<file path="src/common/pio_pkg.sv">
//////////////////////////////////////////////////////////////////////
// PIO package
// Widths, register map, ID and version constants and the bus word
// union shared by the local bus decoder, execute and readback blocks
//////////////////////////////////////////////////////////////////////

package pio_pkg;

	// Widths
	localparam int lb_width = 32;		// Local bus data
	localparam int adr_width = 4;		// Local bus address
	localparam int in_width = 8;		// Input pins
	localparam int out_width = 8;		// Output pins

	// ID register contents
	localparam logic [7:0] hw_ver_major = 8'd1;
	localparam logic [7:0] hw_ver_minor = 8'd0;
	localparam logic [15:0] id_code = 16'h5049;	// Upper half of ID word

	// Register map
	localparam logic [adr_width-1:0] adr_id = 4'd0;
	localparam logic [adr_width-1:0] adr_ctl = 4'd1;
	localparam logic [adr_width-1:0] adr_sta = 4'd2;
	localparam logic [adr_width-1:0] adr_din = 4'd3;
	localparam logic [adr_width-1:0] adr_evt_re = 4'd4;
	localparam logic [adr_width-1:0] adr_evt_fe = 4'd5;
	localparam logic [adr_width-1:0] adr_dout_set = 4'd6;	// Write sets, read gives dout
	localparam logic [adr_width-1:0] adr_dout_clr = 4'd7;	// Write clears, read gives dout
	localparam logic [adr_width-1:0] adr_dout_tgl = 4'd8;	// Write only
	localparam logic [adr_width-1:0] adr_dout = 4'd9;		// Write only, masked
	localparam logic [adr_width-1:0] adr_msk = 4'd10;		// Write only

	// Control register bit locations
	localparam int ctl_run = 0;
	localparam int ctl_ie = ctl_run + 1;
	localparam int ctl_re_str = ctl_ie + 1;			// Rising edge enables
	localparam int ctl_fe_str = ctl_re_str + in_width;	// Falling edge enables
	localparam int ctl_width = ctl_fe_str + in_width;

	// Status register
	localparam int sta_irq = 0;

	// Read data for addresses without a readable register
	localparam logic [lb_width-1:0] unmapped_word = 32'hdeadcafe;

	// Pin vectors
	typedef logic [in_width-1:0] pio_in_t;
	typedef logic [out_width-1:0] pio_out_t;

	// Bus word, raw or as control register layout
	// Field order follows the ctl_* bit locations, LSB last
	typedef union packed
	{
		logic [lb_width-1:0] raw;
		struct packed
		{
			logic [lb_width-ctl_width-1:0] rsvd;	// Reads zero
			pio_in_t fe;		// Falling edge enable per pin
			pio_in_t re;		// Rising edge enable per pin
			logic ie;			// Interrupt enable
			logic run;			// PIO running
		} ctl;
	} lb_word_u;

endpackage

</file>
<file path="src/common/pio_reg_if.sv">
//////////////////////////////////////////////////////////////////////
// PIO register access interface
// Registered bus strobes and data plus one-hot register selects
//////////////////////////////////////////////////////////////////////

`timescale 1ns/10ps

interface pio_reg_if;

	logic wr;			// Write strobe, registered
	logic rd;			// Read strobe, registered
	pio_pkg::lb_word_u din;	// Write data, registered

	// One-hot register selects
	logic sel_id;
	logic sel_ctl;
	logic sel_sta;
	logic sel_din;
	logic sel_evt_re;
	logic sel_evt_fe;
	logic sel_set;
	logic sel_clr;
	logic sel_tgl;
	logic sel_dout;
	logic sel_msk;

	modport decode (output wr, rd, din, sel_id, sel_ctl, sel_sta, sel_din, sel_evt_re,
		sel_evt_fe, sel_set, sel_clr, sel_tgl, sel_dout, sel_msk);

	modport execute (input wr, rd, din, sel_id, sel_ctl, sel_sta, sel_din, sel_evt_re,
		sel_evt_fe, sel_set, sel_clr, sel_tgl, sel_dout, sel_msk);

	modport result (input rd, sel_id, sel_ctl, sel_sta, sel_din, sel_evt_re,
		sel_evt_fe, sel_set, sel_clr, sel_tgl, sel_dout, sel_msk);

endinterface

</file>
<file path="src/pio/pio_lb_decode.sv">
//////////////////////////////////////////////////////////////////////
// PIO local bus decoder
// Registers the bus inputs and decodes the registered address into
// one-hot register selects
//////////////////////////////////////////////////////////////////////

`timescale 1ns/10ps

module pio_lb_decode
(
	input logic CLK_IN,
	input logic rst_in,
	input logic [pio_pkg::adr_width-1:0] adr,
	input logic wr,
	input logic rd,
	input pio_pkg::lb_word_u din,
	pio_reg_if.decode bus
);

	logic [pio_pkg::adr_width-1:0] adr_r;	// Registered address

	// Bus input registers, sampled at edge N
	always_ff @(posedge CLK_IN, posedge rst_in)
	begin
		if (rst_in)
		begin
			adr_r <= '0;
			bus.wr <= 1'b0;
			bus.rd <= 1'b0;
			bus.din <= '0;
		end
		else
		begin
			adr_r <= adr;
			bus.wr <= wr;
			bus.rd <= rd;
			bus.din <= din;
		end
	end

	// Address decode
	// Combinational so the selects line up with the registered strobes
	always_comb
	begin
		bus.sel_id = (adr_r == pio_pkg::adr_id);
		bus.sel_ctl = (adr_r == pio_pkg::adr_ctl);
		bus.sel_sta = (adr_r == pio_pkg::adr_sta);
		bus.sel_din = (adr_r == pio_pkg::adr_din);
		bus.sel_evt_re = (adr_r == pio_pkg::adr_evt_re);
		bus.sel_evt_fe = (adr_r == pio_pkg::adr_evt_fe);
		bus.sel_set = (adr_r == pio_pkg::adr_dout_set);
		bus.sel_clr = (adr_r == pio_pkg::adr_dout_clr);
		bus.sel_tgl = (adr_r == pio_pkg::adr_dout_tgl);
		bus.sel_dout = (adr_r == pio_pkg::adr_dout);
		bus.sel_msk = (adr_r == pio_pkg::adr_msk);	// 11 to 15 select nothing
	end

endmodule

</file>
<file path="src/pio/pio_exec.sv">
//////////////////////////////////////////////////////////////////////
// PIO execute block
// Control and status registers, input sampling with edge events,
// output commands with write mask, and the interrupt
//////////////////////////////////////////////////////////////////////

`timescale 1ns/10ps

module pio_exec
(
	input logic CLK_IN,
	input logic rst_in,
	pio_reg_if.execute bus,
	input pio_pkg::pio_in_t pin_in,
	output pio_pkg::lb_word_u ctl_word,
	output pio_pkg::pio_in_t din_word,
	output pio_pkg::pio_in_t evt_re,
	output pio_pkg::pio_in_t evt_fe,
	output pio_pkg::pio_out_t pin_out,
	output logic irq
);

	pio_pkg::lb_word_u ctl_r;		// Control register
	pio_pkg::pio_in_t din_r;		// Current pin sample
	pio_pkg::pio_in_t din_prev_r;	// Previous pin sample
	pio_pkg::pio_in_t edge_re;		// Enabled rising edges
	pio_pkg::pio_in_t edge_fe;		// Enabled falling edges
	pio_pkg::pio_in_t evt_re_r;
	pio_pkg::pio_in_t evt_fe_r;
	pio_pkg::pio_out_t dout_r;		// Output pins
	pio_pkg::pio_out_t msk_r;		// Data write mask
	pio_pkg::pio_out_t wr_bits;		// Write data, pin part
	logic irq_r;
	logic run;
	logic run_nxt;
	logic ie;
	logic wr_ctl;
	logic wr_sta;
	logic wr_set;
	logic wr_clr;
	logic wr_tgl;
	logic wr_dout;
	logic wr_msk;
	logic rd_evt_re;
	logic rd_evt_fe;

	// Qualified strobes
	assign wr_ctl = bus.wr & bus.sel_ctl;
	assign wr_sta = bus.wr & bus.sel_sta;
	assign wr_set = bus.wr & bus.sel_set;
	assign wr_clr = bus.wr & bus.sel_clr;
	assign wr_tgl = bus.wr & bus.sel_tgl;
	assign wr_dout = bus.wr & bus.sel_dout;
	assign wr_msk = bus.wr & bus.sel_msk;
	assign rd_evt_re = bus.rd & bus.sel_evt_re;	// Read clears events
	assign rd_evt_fe = bus.rd & bus.sel_evt_fe;
	assign wr_bits = bus.din.raw[pio_pkg::out_width-1:0];

	// Control register, writable regardless of run
	always_ff @(posedge CLK_IN, posedge rst_in)
	begin
		if (rst_in)
			ctl_r <= '0;
		else if (wr_ctl)
		begin
			ctl_r.ctl.run <= bus.din.ctl.run;
			ctl_r.ctl.ie <= bus.din.ctl.ie;
			ctl_r.ctl.re <= bus.din.ctl.re;
			ctl_r.ctl.fe <= bus.din.ctl.fe;
			ctl_r.ctl.rsvd <= '0;	// Unused bits stay zero
		end
	end

	assign run = ctl_r.ctl.run;
	assign ie = ctl_r.ctl.ie;

	// Run as of the coming edge, pending control write included
	assign run_nxt = wr_ctl ? bus.din.ctl.run : run;

	// Pin sampling, edge M
	always_ff @(posedge CLK_IN, posedge rst_in)
	begin
		if (rst_in)
		begin
			din_r <= '0;
			din_prev_r <= '0;
		end
		else if (run_nxt)
		begin
			din_r <= pin_in;
			din_prev_r <= din_r;
		end
		else
		begin
			din_r <= '0;
			din_prev_r <= '0;
		end
	end

	// Per-bit edge detect, gated by the enables
	assign edge_re = din_r & ~din_prev_r & ctl_r.ctl.re;
	assign edge_fe = ~din_r & din_prev_r & ctl_r.ctl.fe;

	// Event registers, set at M+1
	// A new edge survives a clearing read in the same cycle
	always_ff @(posedge CLK_IN, posedge rst_in)
	begin
		if (rst_in)
		begin
			evt_re_r <= '0;
			evt_fe_r <= '0;
		end
		else if (run_nxt)
		begin
			evt_re_r <= (rd_evt_re ? '0 : evt_re_r) | edge_re;
			evt_fe_r <= (rd_evt_fe ? '0 : evt_fe_r) | edge_fe;
		end
		else
		begin
			evt_re_r <= '0;
			evt_fe_r <= '0;
		end
	end

	// Write mask, all ones again after each data write
	always_ff @(posedge CLK_IN, posedge rst_in)
	begin
		if (rst_in)
			msk_r <= '0;
		else if (!run_nxt)
			msk_r <= '0;
		else if (wr_msk)
			msk_r <= wr_bits;
		else if (wr_dout)
			msk_r <= '1;
	end

	// Output register
	always_ff @(posedge CLK_IN, posedge rst_in)
	begin
		if (rst_in)
			dout_r <= '0;
		else if (!run_nxt)
			dout_r <= '0;
		else if (wr_set)
			dout_r <= dout_r | wr_bits;		// Set ones
		else if (wr_clr)
			dout_r <= dout_r & ~wr_bits;	// Clear ones
		else if (wr_tgl)
			dout_r <= dout_r ^ wr_bits;		// Flip ones
		else if (wr_dout)
			dout_r <= (dout_r & ~msk_r) | (wr_bits & msk_r);
	end

	// Interrupt, one cycle behind the events
	always_ff @(posedge CLK_IN, posedge rst_in)
	begin
		if (rst_in)
			irq_r <= 1'b0;
		else if (!run_nxt)
			irq_r <= 1'b0;
		else if (wr_sta && bus.din.raw[pio_pkg::sta_irq])
			irq_r <= 1'b0;		// Clear wins over set
		else if (ie && ((|evt_re_r) || (|evt_fe_r)))
			irq_r <= 1'b1;
	end

	assign ctl_word = ctl_r;
	assign din_word = din_r;
	assign evt_re = evt_re_r;
	assign evt_fe = evt_fe_r;
	assign pin_out = dout_r;
	assign irq = irq_r;

endmodule

</file>
<file path="src/pio/pio_readback.sv">
//////////////////////////////////////////////////////////////////////
// PIO readback
// Read data multiplexer and read valid for the local bus
//////////////////////////////////////////////////////////////////////

`timescale 1ns/10ps

module pio_readback
(
	input logic CLK_IN,
	input logic rst_in,
	pio_reg_if.result bus,
	input pio_pkg::lb_word_u ctl_word,
	input pio_pkg::pio_in_t din_word,
	input pio_pkg::pio_in_t evt_re,
	input pio_pkg::pio_in_t evt_fe,
	input pio_pkg::pio_out_t pin_out,
	input logic irq,
	output logic [pio_pkg::lb_width-1:0] dout,
	output logic vld
);

	// Read word, zero-extended
	always_comb
	begin
		dout = '0;
		if (bus.sel_id)
			dout = {pio_pkg::id_code, pio_pkg::hw_ver_major, pio_pkg::hw_ver_minor};
		else if (bus.sel_ctl)
			dout[pio_pkg::ctl_width-1:0] = ctl_word.raw[pio_pkg::ctl_width-1:0];
		else if (bus.sel_sta)
			dout[pio_pkg::sta_irq] = irq;
		else if (bus.sel_din)
			dout[pio_pkg::in_width-1:0] = din_word;
		else if (bus.sel_evt_re)
			dout[pio_pkg::in_width-1:0] = evt_re;	// Pre-clear value
		else if (bus.sel_evt_fe)
			dout[pio_pkg::in_width-1:0] = evt_fe;
		else if (bus.sel_set || bus.sel_clr)
			dout[pio_pkg::out_width-1:0] = pin_out;
		else
			dout = pio_pkg::unmapped_word;		// Write-only registers and empty addresses
	end

	// Registered strobe is already one cycle after the sample edge
	assign vld = bus.rd;

endmodule

</file>
<file path="src/hw/pio_top.sv">
//////////////////////////////////////////////////////////////////////
// PIO top level
// Local bus decode, execute and readback around the register interface
//////////////////////////////////////////////////////////////////////

`timescale 1ns/10ps

module pio_top
(
	input logic CLK_IN,
	input logic rst_in,

	// Local bus
	input logic [pio_pkg::adr_width-1:0] lb_adr,
	input logic lb_wr,
	input logic lb_rd,
	input logic [pio_pkg::lb_width-1:0] lb_din,
	output logic [pio_pkg::lb_width-1:0] lb_dout,
	output logic lb_vld,

	// Pins and interrupt
	input pio_pkg::pio_in_t pio_dat_in,
	output pio_pkg::pio_out_t pio_dat_out,
	output logic irq
);

	pio_pkg::lb_word_u ctl_word;
	pio_pkg::pio_in_t din_word;
	pio_pkg::pio_in_t evt_re;
	pio_pkg::pio_in_t evt_fe;
	pio_pkg::pio_out_t pin_out;
	logic irq_int;

	pio_reg_if bus_if ();

	pio_lb_decode decode_i
	(
		.CLK_IN (CLK_IN),
		.rst_in (rst_in),
		.adr (lb_adr),
		.wr (lb_wr),
		.rd (lb_rd),
		.din (lb_din),
		.bus (bus_if.decode)
	);

	pio_exec exec_i
	(
		.CLK_IN (CLK_IN),
		.rst_in (rst_in),
		.bus (bus_if.execute),
		.pin_in (pio_dat_in),
		.ctl_word (ctl_word),
		.din_word (din_word),
		.evt_re (evt_re),
		.evt_fe (evt_fe),
		.pin_out (pin_out),
		.irq (irq_int)
	);

	pio_readback readback_i
	(
		.CLK_IN (CLK_IN),
		.rst_in (rst_in),
		.bus (bus_if.result),
		.ctl_word (ctl_word),
		.din_word (din_word),
		.evt_re (evt_re),
		.evt_fe (evt_fe),
		.pin_out (pin_out),
		.irq (irq_int),
		.dout (lb_dout),
		.vld (lb_vld)
	);

	assign pio_dat_out = pin_out;
	assign irq = irq_int;

endmodule

</file>
<file path="config.mk">
export PLATFORM = sky130hd
export DESIGN_NAME = pio_top
export DESIGN_NICKNAME = d
export VERILOG_FILES = /design/src/common/pio_pkg.sv /design/src/common/pio_reg_if.sv /design/src/pio/pio_lb_decode.sv /design/src/pio/pio_exec.sv /design/src/pio/pio_readback.sv /design/src/hw/pio_top.sv
export SDC_FILE = /design/constraint.sdc
export NUM_CORES = 1
export LEC_CHECK = 0
export ABC_AREA = 1
export BUFFER_PORTS_ARGS = -buffer_cell sky130_fd_sc_hd__buf_4
export CAP_MARGIN = 30
export CORE_UTILIZATION = 45
export DETAILED_ROUTE_END_ITERATION = 6
export GPL_ROUTABILITY_DRIVEN = 0
export PLACE_DENSITY = 0.7
export SLEW_MARGIN = 10
export SYNTH_ARGS = -nofsm -noshare
export SYNTH_HDL_FRONTEND = slang
export SYNTH_SLANG_ARGS = --single-unit
export TNS_END_PERCENT = 100
</file>
<file path="constraint.sdc">
create_clock -name CLK_IN -period 2.92 [get_ports CLK_IN]
set_input_delay 0.438 -clock CLK_IN [delete_from_list [all_inputs] [get_ports CLK_IN]]
set_output_delay 0.438 -clock CLK_IN [all_outputs]
set_load 0.02 [all_outputs]
</file>
# Word level (Yosys, flattened, before mapping)
# Cells that the tools add are included.
[totals]
reg_bits = 91
latchBits = 0
mem_bits_rw = 0
mem_bits_ro = 0
output_inout_bits = 42
elab_cells = 88
mem_count = 0
[op_classes]
addsub = 0
mul = 0
div_mod_pow = 0
order_cmp = 0
eq_ne = 13
n_shift = 0
muxes = 31
bitwise = 25
reduce_logical = 7
[op_table]
columns = ["op", "n"]
rows = [
  ["two-way mux 8 bit", 18],
  ["two-way mux 24 bit", 4],
  ["bitwise AND 8 bit", 7],
  ["two-way mux 32 bit", 1],
  ["NOT 8 bit", 4],
  ["bitwise OR 8 bit", 4],
  ["two-way mux 31 bit", 1],
  ["two-way mux 18 bit", 1],
  ["== test 4 x 3 -> 1 bit, second input constant", 4],
  ["OR reduction 8 bit", 2],
  ["two-way mux 14 bit", 1],
  ["== test 4 bit, second input constant", 3],
  ["bitwise AND 1 bit", 9],
  ["== test 4 x 2 -> 1 bit, second input constant", 2],
  ["XOR 8 bit", 1],
  ["inequality test 3 bit, second input constant", 2],
  ["two-way mux 1 bit", 5],
  ["inequality test 5 bit, second input constant", 1],
  ["== test 4 x 1 -> 1 bit, second input constant", 1],
  ["logical NOT 4 bit", 1],
  ["logical AND 1 bit", 2],
  ["logical OR 1 bit", 2],
]

# Logic depth before layout (Yosys ltp)
[logic_depth]
ltp_word = 9
mapped_depth = 10
ltp_nobuf = 9

# Modules after synthesis
# A second synthesis with hierarchy kept.
[hier_totals]
cells_unflattened = 654
hier_area_um2 = 5297.6
[by_module_without_submodules]
columns = ["mod", "instances", "cells_per_inst", "area_each_um2", "seq_area_each_um2"]
rows = [
  ["pio_exec", 1, 436, 3542.1, 1676.6],
  ["pio_lb_decode", 1, 61, 1037.2, 950.9],
  ["pio_readback", 1, 157, 718.2, 0.0],
]

# Least setup slack after synthesis
# Ideal clock, no wire load.
[synth_timing]
path_type = "reg2out"
start = "register decode_i.adr_r[1] (netlist bit)"
end = "output lb_dout[16] (netlist bit)"
arrival_ns = 1.579
required_ns = 2.482
setup_slack_ns = 0.903
stages_incl_launch_ff = 8
path_cell_list = "dfrtp_1 > buf_2 > inv_2 > nand2_2 > nor2_2 > inv_1 > buf_2 > o21ai_0"
[synth_between]
elab_chain_len = 9
elab_cells_between_ends = 16
[synth_lines]
columns = ["item", "line", "text"]
rows = [
  ["from (decl)", "pio_lb_decode.sv:20", "logic [pio_pkg::adr_width-1:0] adr_r;"],
  ["from (signal assigned)", "pio_lb_decode.sv:34", "adr_r <= adr;"],
  ["== test 4 x 3 -> 1 bit, on equally long branches", "pio_lb_decode.sv:51, pio_lb_decode.sv:52", ""],
  ["logical OR 1 bit", "pio_readback.sv:39", "else if (bus.sel_set || bus.sel_clr)"],
  ["two-way mux 24 bit", "pio_readback.sv:39", ""],
  ["two-way mux 24 bit", "pio_readback.sv:37", "else if (bus.sel_evt_fe)"],
  ["two-way mux 24 bit", "pio_readback.sv:35", "else if (bus.sel_evt_re)"],
  ["two-way mux 24 bit", "pio_readback.sv:33", "else if (bus.sel_din)"],
  ["two-way mux 31 bit", "pio_readback.sv:31", "else if (bus.sel_sta)"],
  ["two-way mux 18 bit", "pio_readback.sv:29", "else if (bus.sel_ctl)"],
  ["two-way mux 32 bit *", "pio_readback.sv:27", "if (bus.sel_id)"],
  ["to (decl)", "pio_top.sv:18", "output logic [pio_pkg::lb_width-1:0] lb_dout,"],
]
# Mark *: on every way between the ends. The rest lies on a longest branch, timed or not.

# Worst setup path in the final report
[layout_timing]
start = "register decode_i.adr_r[3] (netlist bit)"
end = "output lb_dout[0] (netlist bit)"
[layout_between]
elab_chain_len = 9
elab_cells_between_ends = 16
[layout_lines]
columns = ["item", "line"]
rows = [
  ["== test 4 x 3 -> 1 bit, on equally long branches", "pio_lb_decode.sv:51, pio_lb_decode.sv:52"],
  ["logical OR 1 bit", "pio_readback.sv:39"],
  ["two-way mux 8 bit", "pio_readback.sv:39"],
  ["two-way mux 8 bit", "pio_readback.sv:37"],
  ["two-way mux 8 bit", "pio_readback.sv:35"],
  ["two-way mux 8 bit", "pio_readback.sv:33"],
  ["two-way mux 1 bit", "pio_readback.sv:31"],
  ["two-way mux 18 bit", "pio_readback.sv:29"],
  ["two-way mux 32 bit *", "pio_readback.sv:27"],
]
# Marks and branches as above.

==> results.sh <==
export IMPL_num_rows=36
export IMPL_cp_max_fo=11
export IMPL_cts_tree="built"
export IMPL_cp_start_kind="flop"
export IMPL_coreArea_um2=9770
export IMPL_fin_crit_ns=2.74
export IMPL_clkSlewWorstSetupHoldPaths_ns=0.09
export IMPL_ioPinCount=90
export IMPL_cts_made_buffers=9
export IMPL_final_util=0.546
export IMPL_finalClockSkew_ns=0.0101
export IMPL_ys_flop_type="dfrtp_1"
export IMPL_rsz0062_at_grt="no"
export IMPL_synth_top_cell_by_area="dfrtp_1"
export IMPL_cts_setup_buffers=0
export IMPL_setup_violations=0
export IMPL_ys_seq_area_frac=0.500
export IMPL_hold_slack_ns=0.163
export IMPL_synth_seq_cells=91
export IMPL_area_growth_pct=17.2
export IMPL_grt_busiest_layer="met2"
export IMPL_multi_input_area_um2=1780
export IMPL_nFillCells=948
export IMPL_fp_dieW_um=103
export IMPL_ys_types=26
export IMPL_min_from="lb_din[8]"
export IMPL_tightest_slew_ns=0.731
export IMPL_timing_fmax_ghz=0.365
export IMPL_worstSetupEndpointType="output port"
export IMPL_first_global_vias=3511
export IMPL_drt_antenna_violating_nets=0
export IMPL_synth_edf_count=0
export IMPL_numPortBuffers=72
export IMPL_drive_gt1_frac=0.180
export IMPL_h_tree_depth=3
export IMPL_cts_sinks=91
export IMPL_post_dp_hpwl_um=7580
export IMPL_seq_area_um2=2280
export IMPL_antenna_found_initial=0
export IMPL_hold_violations=0
export IMPL_drcViolationCount=0
export IMPL_grtUsageMet1=0.290
export IMPL_relSlewSlack=0.512
export IMPL_drt_initial_drc_count=213
export IMPL_r2r_start="decode_i.adr_r[0]"
export IMPL_start_util=0.466
export IMPL_layout_commonest_cell="nand2_1"
export IMPL_startpoint="decode_i.adr_r[3]"
export IMPL_fin_crit_sh=0.939
export IMPL_powerDensity_nw_per_um2=588
export IMPL_hp_class="in -> reg"
export IMPL_grt_overflow=0
export IMPL_fp_dieH_um=103
export IMPL_syn_inst=572
export IMPL_synth_top_cell_area_share=0.500
export IMPL_async_flop_share=1.00
export IMPL_clock_latency_ns=0.37
export IMPL_vias=3782
export IMPL_cap_viol_max_count=0
export IMPL_worstPathRequired_ns=2.48
export IMPL_totalPowerFinal_w=0.00314
export IMPL_arrival_ns=2.30
export IMPL_antenna_diode_count=0
export IMPL_worstSetupPathType="reg -> out"
export IMPL_finalMaxSlewViolations=0
export IMPL_p_leak_nw=2.82
export IMPL_cts_buffer_depth=2
export IMPL_use_met3=0.0522
export IMPL_avgSynthCellArea_um2=7.96
export IMPL_grtUsageTotal=0.219
export IMPL_irDropWorstVdd_uv=345
export IMPL_ys_warn_count=0
export IMPL_viasPerCell=4.87
export IMPL_status="finished clean"
export IMPL_syn_cell_area_um2=4550
export IMPL_cts_root_buf="clkbuf_8"
export IMPL_fin_nets=703
export IMPL_layout_cells_most_common_list="128 x nand2_1, 102 x nor2_1, 91 x dfrtp_1"
export IMPL_grt_use_met2=0.358
export IMPL_wl_per_cell_um=13.8
export IMPL_setup_tns_final_ns=0
export IMPL_routed_wl_um=10700
export IMPL_dieArea_um2=10500
export IMPL_dr_pass1_iters=5
export IMPL_grt_max_degree=43
export IMPL_grt_pass1_wl_um=17200
export IMPL_synth_area_leaders="dfrtp_1 50%, nand2_1 11%, nor2_1 8.6%"
## worst max-delay path, stage by stage (launching register included)
cell,delay [ns]
dfrtp_1,0.50
inv_2,0.17
nand2_2,0.16
nor2_1,0.44
nand2_1,0.15
nand4_1,0.14
nor2_1,0.05
nor2_1,0.15
buf_4,0.17
## area by class of cell
| class | instances | area share |
|---|---|---|
| inverter | 97 | 0.0684 |
| clock buffer | 12 | 0.0272 |
| clock inverter | 3 | 0.00281 |
| sequential | 91 | 0.427 |
| timing repair buffer | 77 | 0.111 |
| multi-input combinational | 363 | 0.333 |
| tap | 133 | 0.0312 |
## sequential cells by signal, indices dropped and copies added, names as in the netlist
signal,count
decode_i.bus.wr,1
exec_i.pin_out,8
exec_i.ctl_word,18
decode_i.adr_r,4
exec_i.evt_re,8
exec_i.din_prev_r,8
exec_i.irq,1
exec_i.din_word,8
exec_i.msk_r,8
decode_i.bus.rd,1
exec_i.evt_fe,8
decode_i.bus.din,18
## report_power, final
group          internal (W)  switching (W)  leakage, nW
sequential          0.00143       0.000140         1.17
clock              0.000324       0.000422       0.0860
combinational      0.000313       0.000513         1.56
## routing by layer
layer / share of wire / up-vias
li1: - / 1884
met1: 0.45 / 1764
met2: 0.47 / 123
met3: 0.070 / 11
met4: 0.010 / 0
met5: 0 / -
## per-stage QoR
step                      cells  cell area (um^2)  setup slack, ns
after detailed placement    761              5170            0.537
final                       776              5340            0.178
after global placement      761              5170            0.550
after global routing        776              5340           0.0100
after CTS                   776              5330            0.106
after floorplan             574              4560            0.118
## kinds of logic after synthesis
group,share of synthesized area
other cells,0.000823
flops,0.500
simple gates,0.273
fa+ha+maj,0.0440
compound gates,0.0703
buf+inv,0.112
## synth_stat cells (all sizes together), types with 3 or more instances
cell type,number
buf,20
ha,16
dfrtp,91
clkbuf,3
inv,97
nand3,29
nand2,132
nor3,10
o21ai,23
nand4,4
nor2,110
a32oi,8
a21oi,11
nand3b,7
o32ai,8
## path summary, 6_finish.rpt
path / slack [ns] / depth (start not counted) / endpoint
setup / recovery: 0.18 / 8 / lb_dout[0]
hold / removal: 0.16 / 1 / decode_i.bus.din[8]
setup reg to reg: 0.86 / 8 / exec_i.pin_out[7]
hold reg to reg: 0.47 / 2 / exec_i.ctl_word[10]
max in group asynchronous: 1.89 / 4 / exec_i.ctl_word[13]
min in group asynchronous: 0.17 / 2 / exec_i.pin_out[6]
## timing repair
action,CTS,global route
hold buffers,0,0
gates resized for setup,0,2
endpoints found under the setup margin,0,3
(Power assumes the default switching activity.)
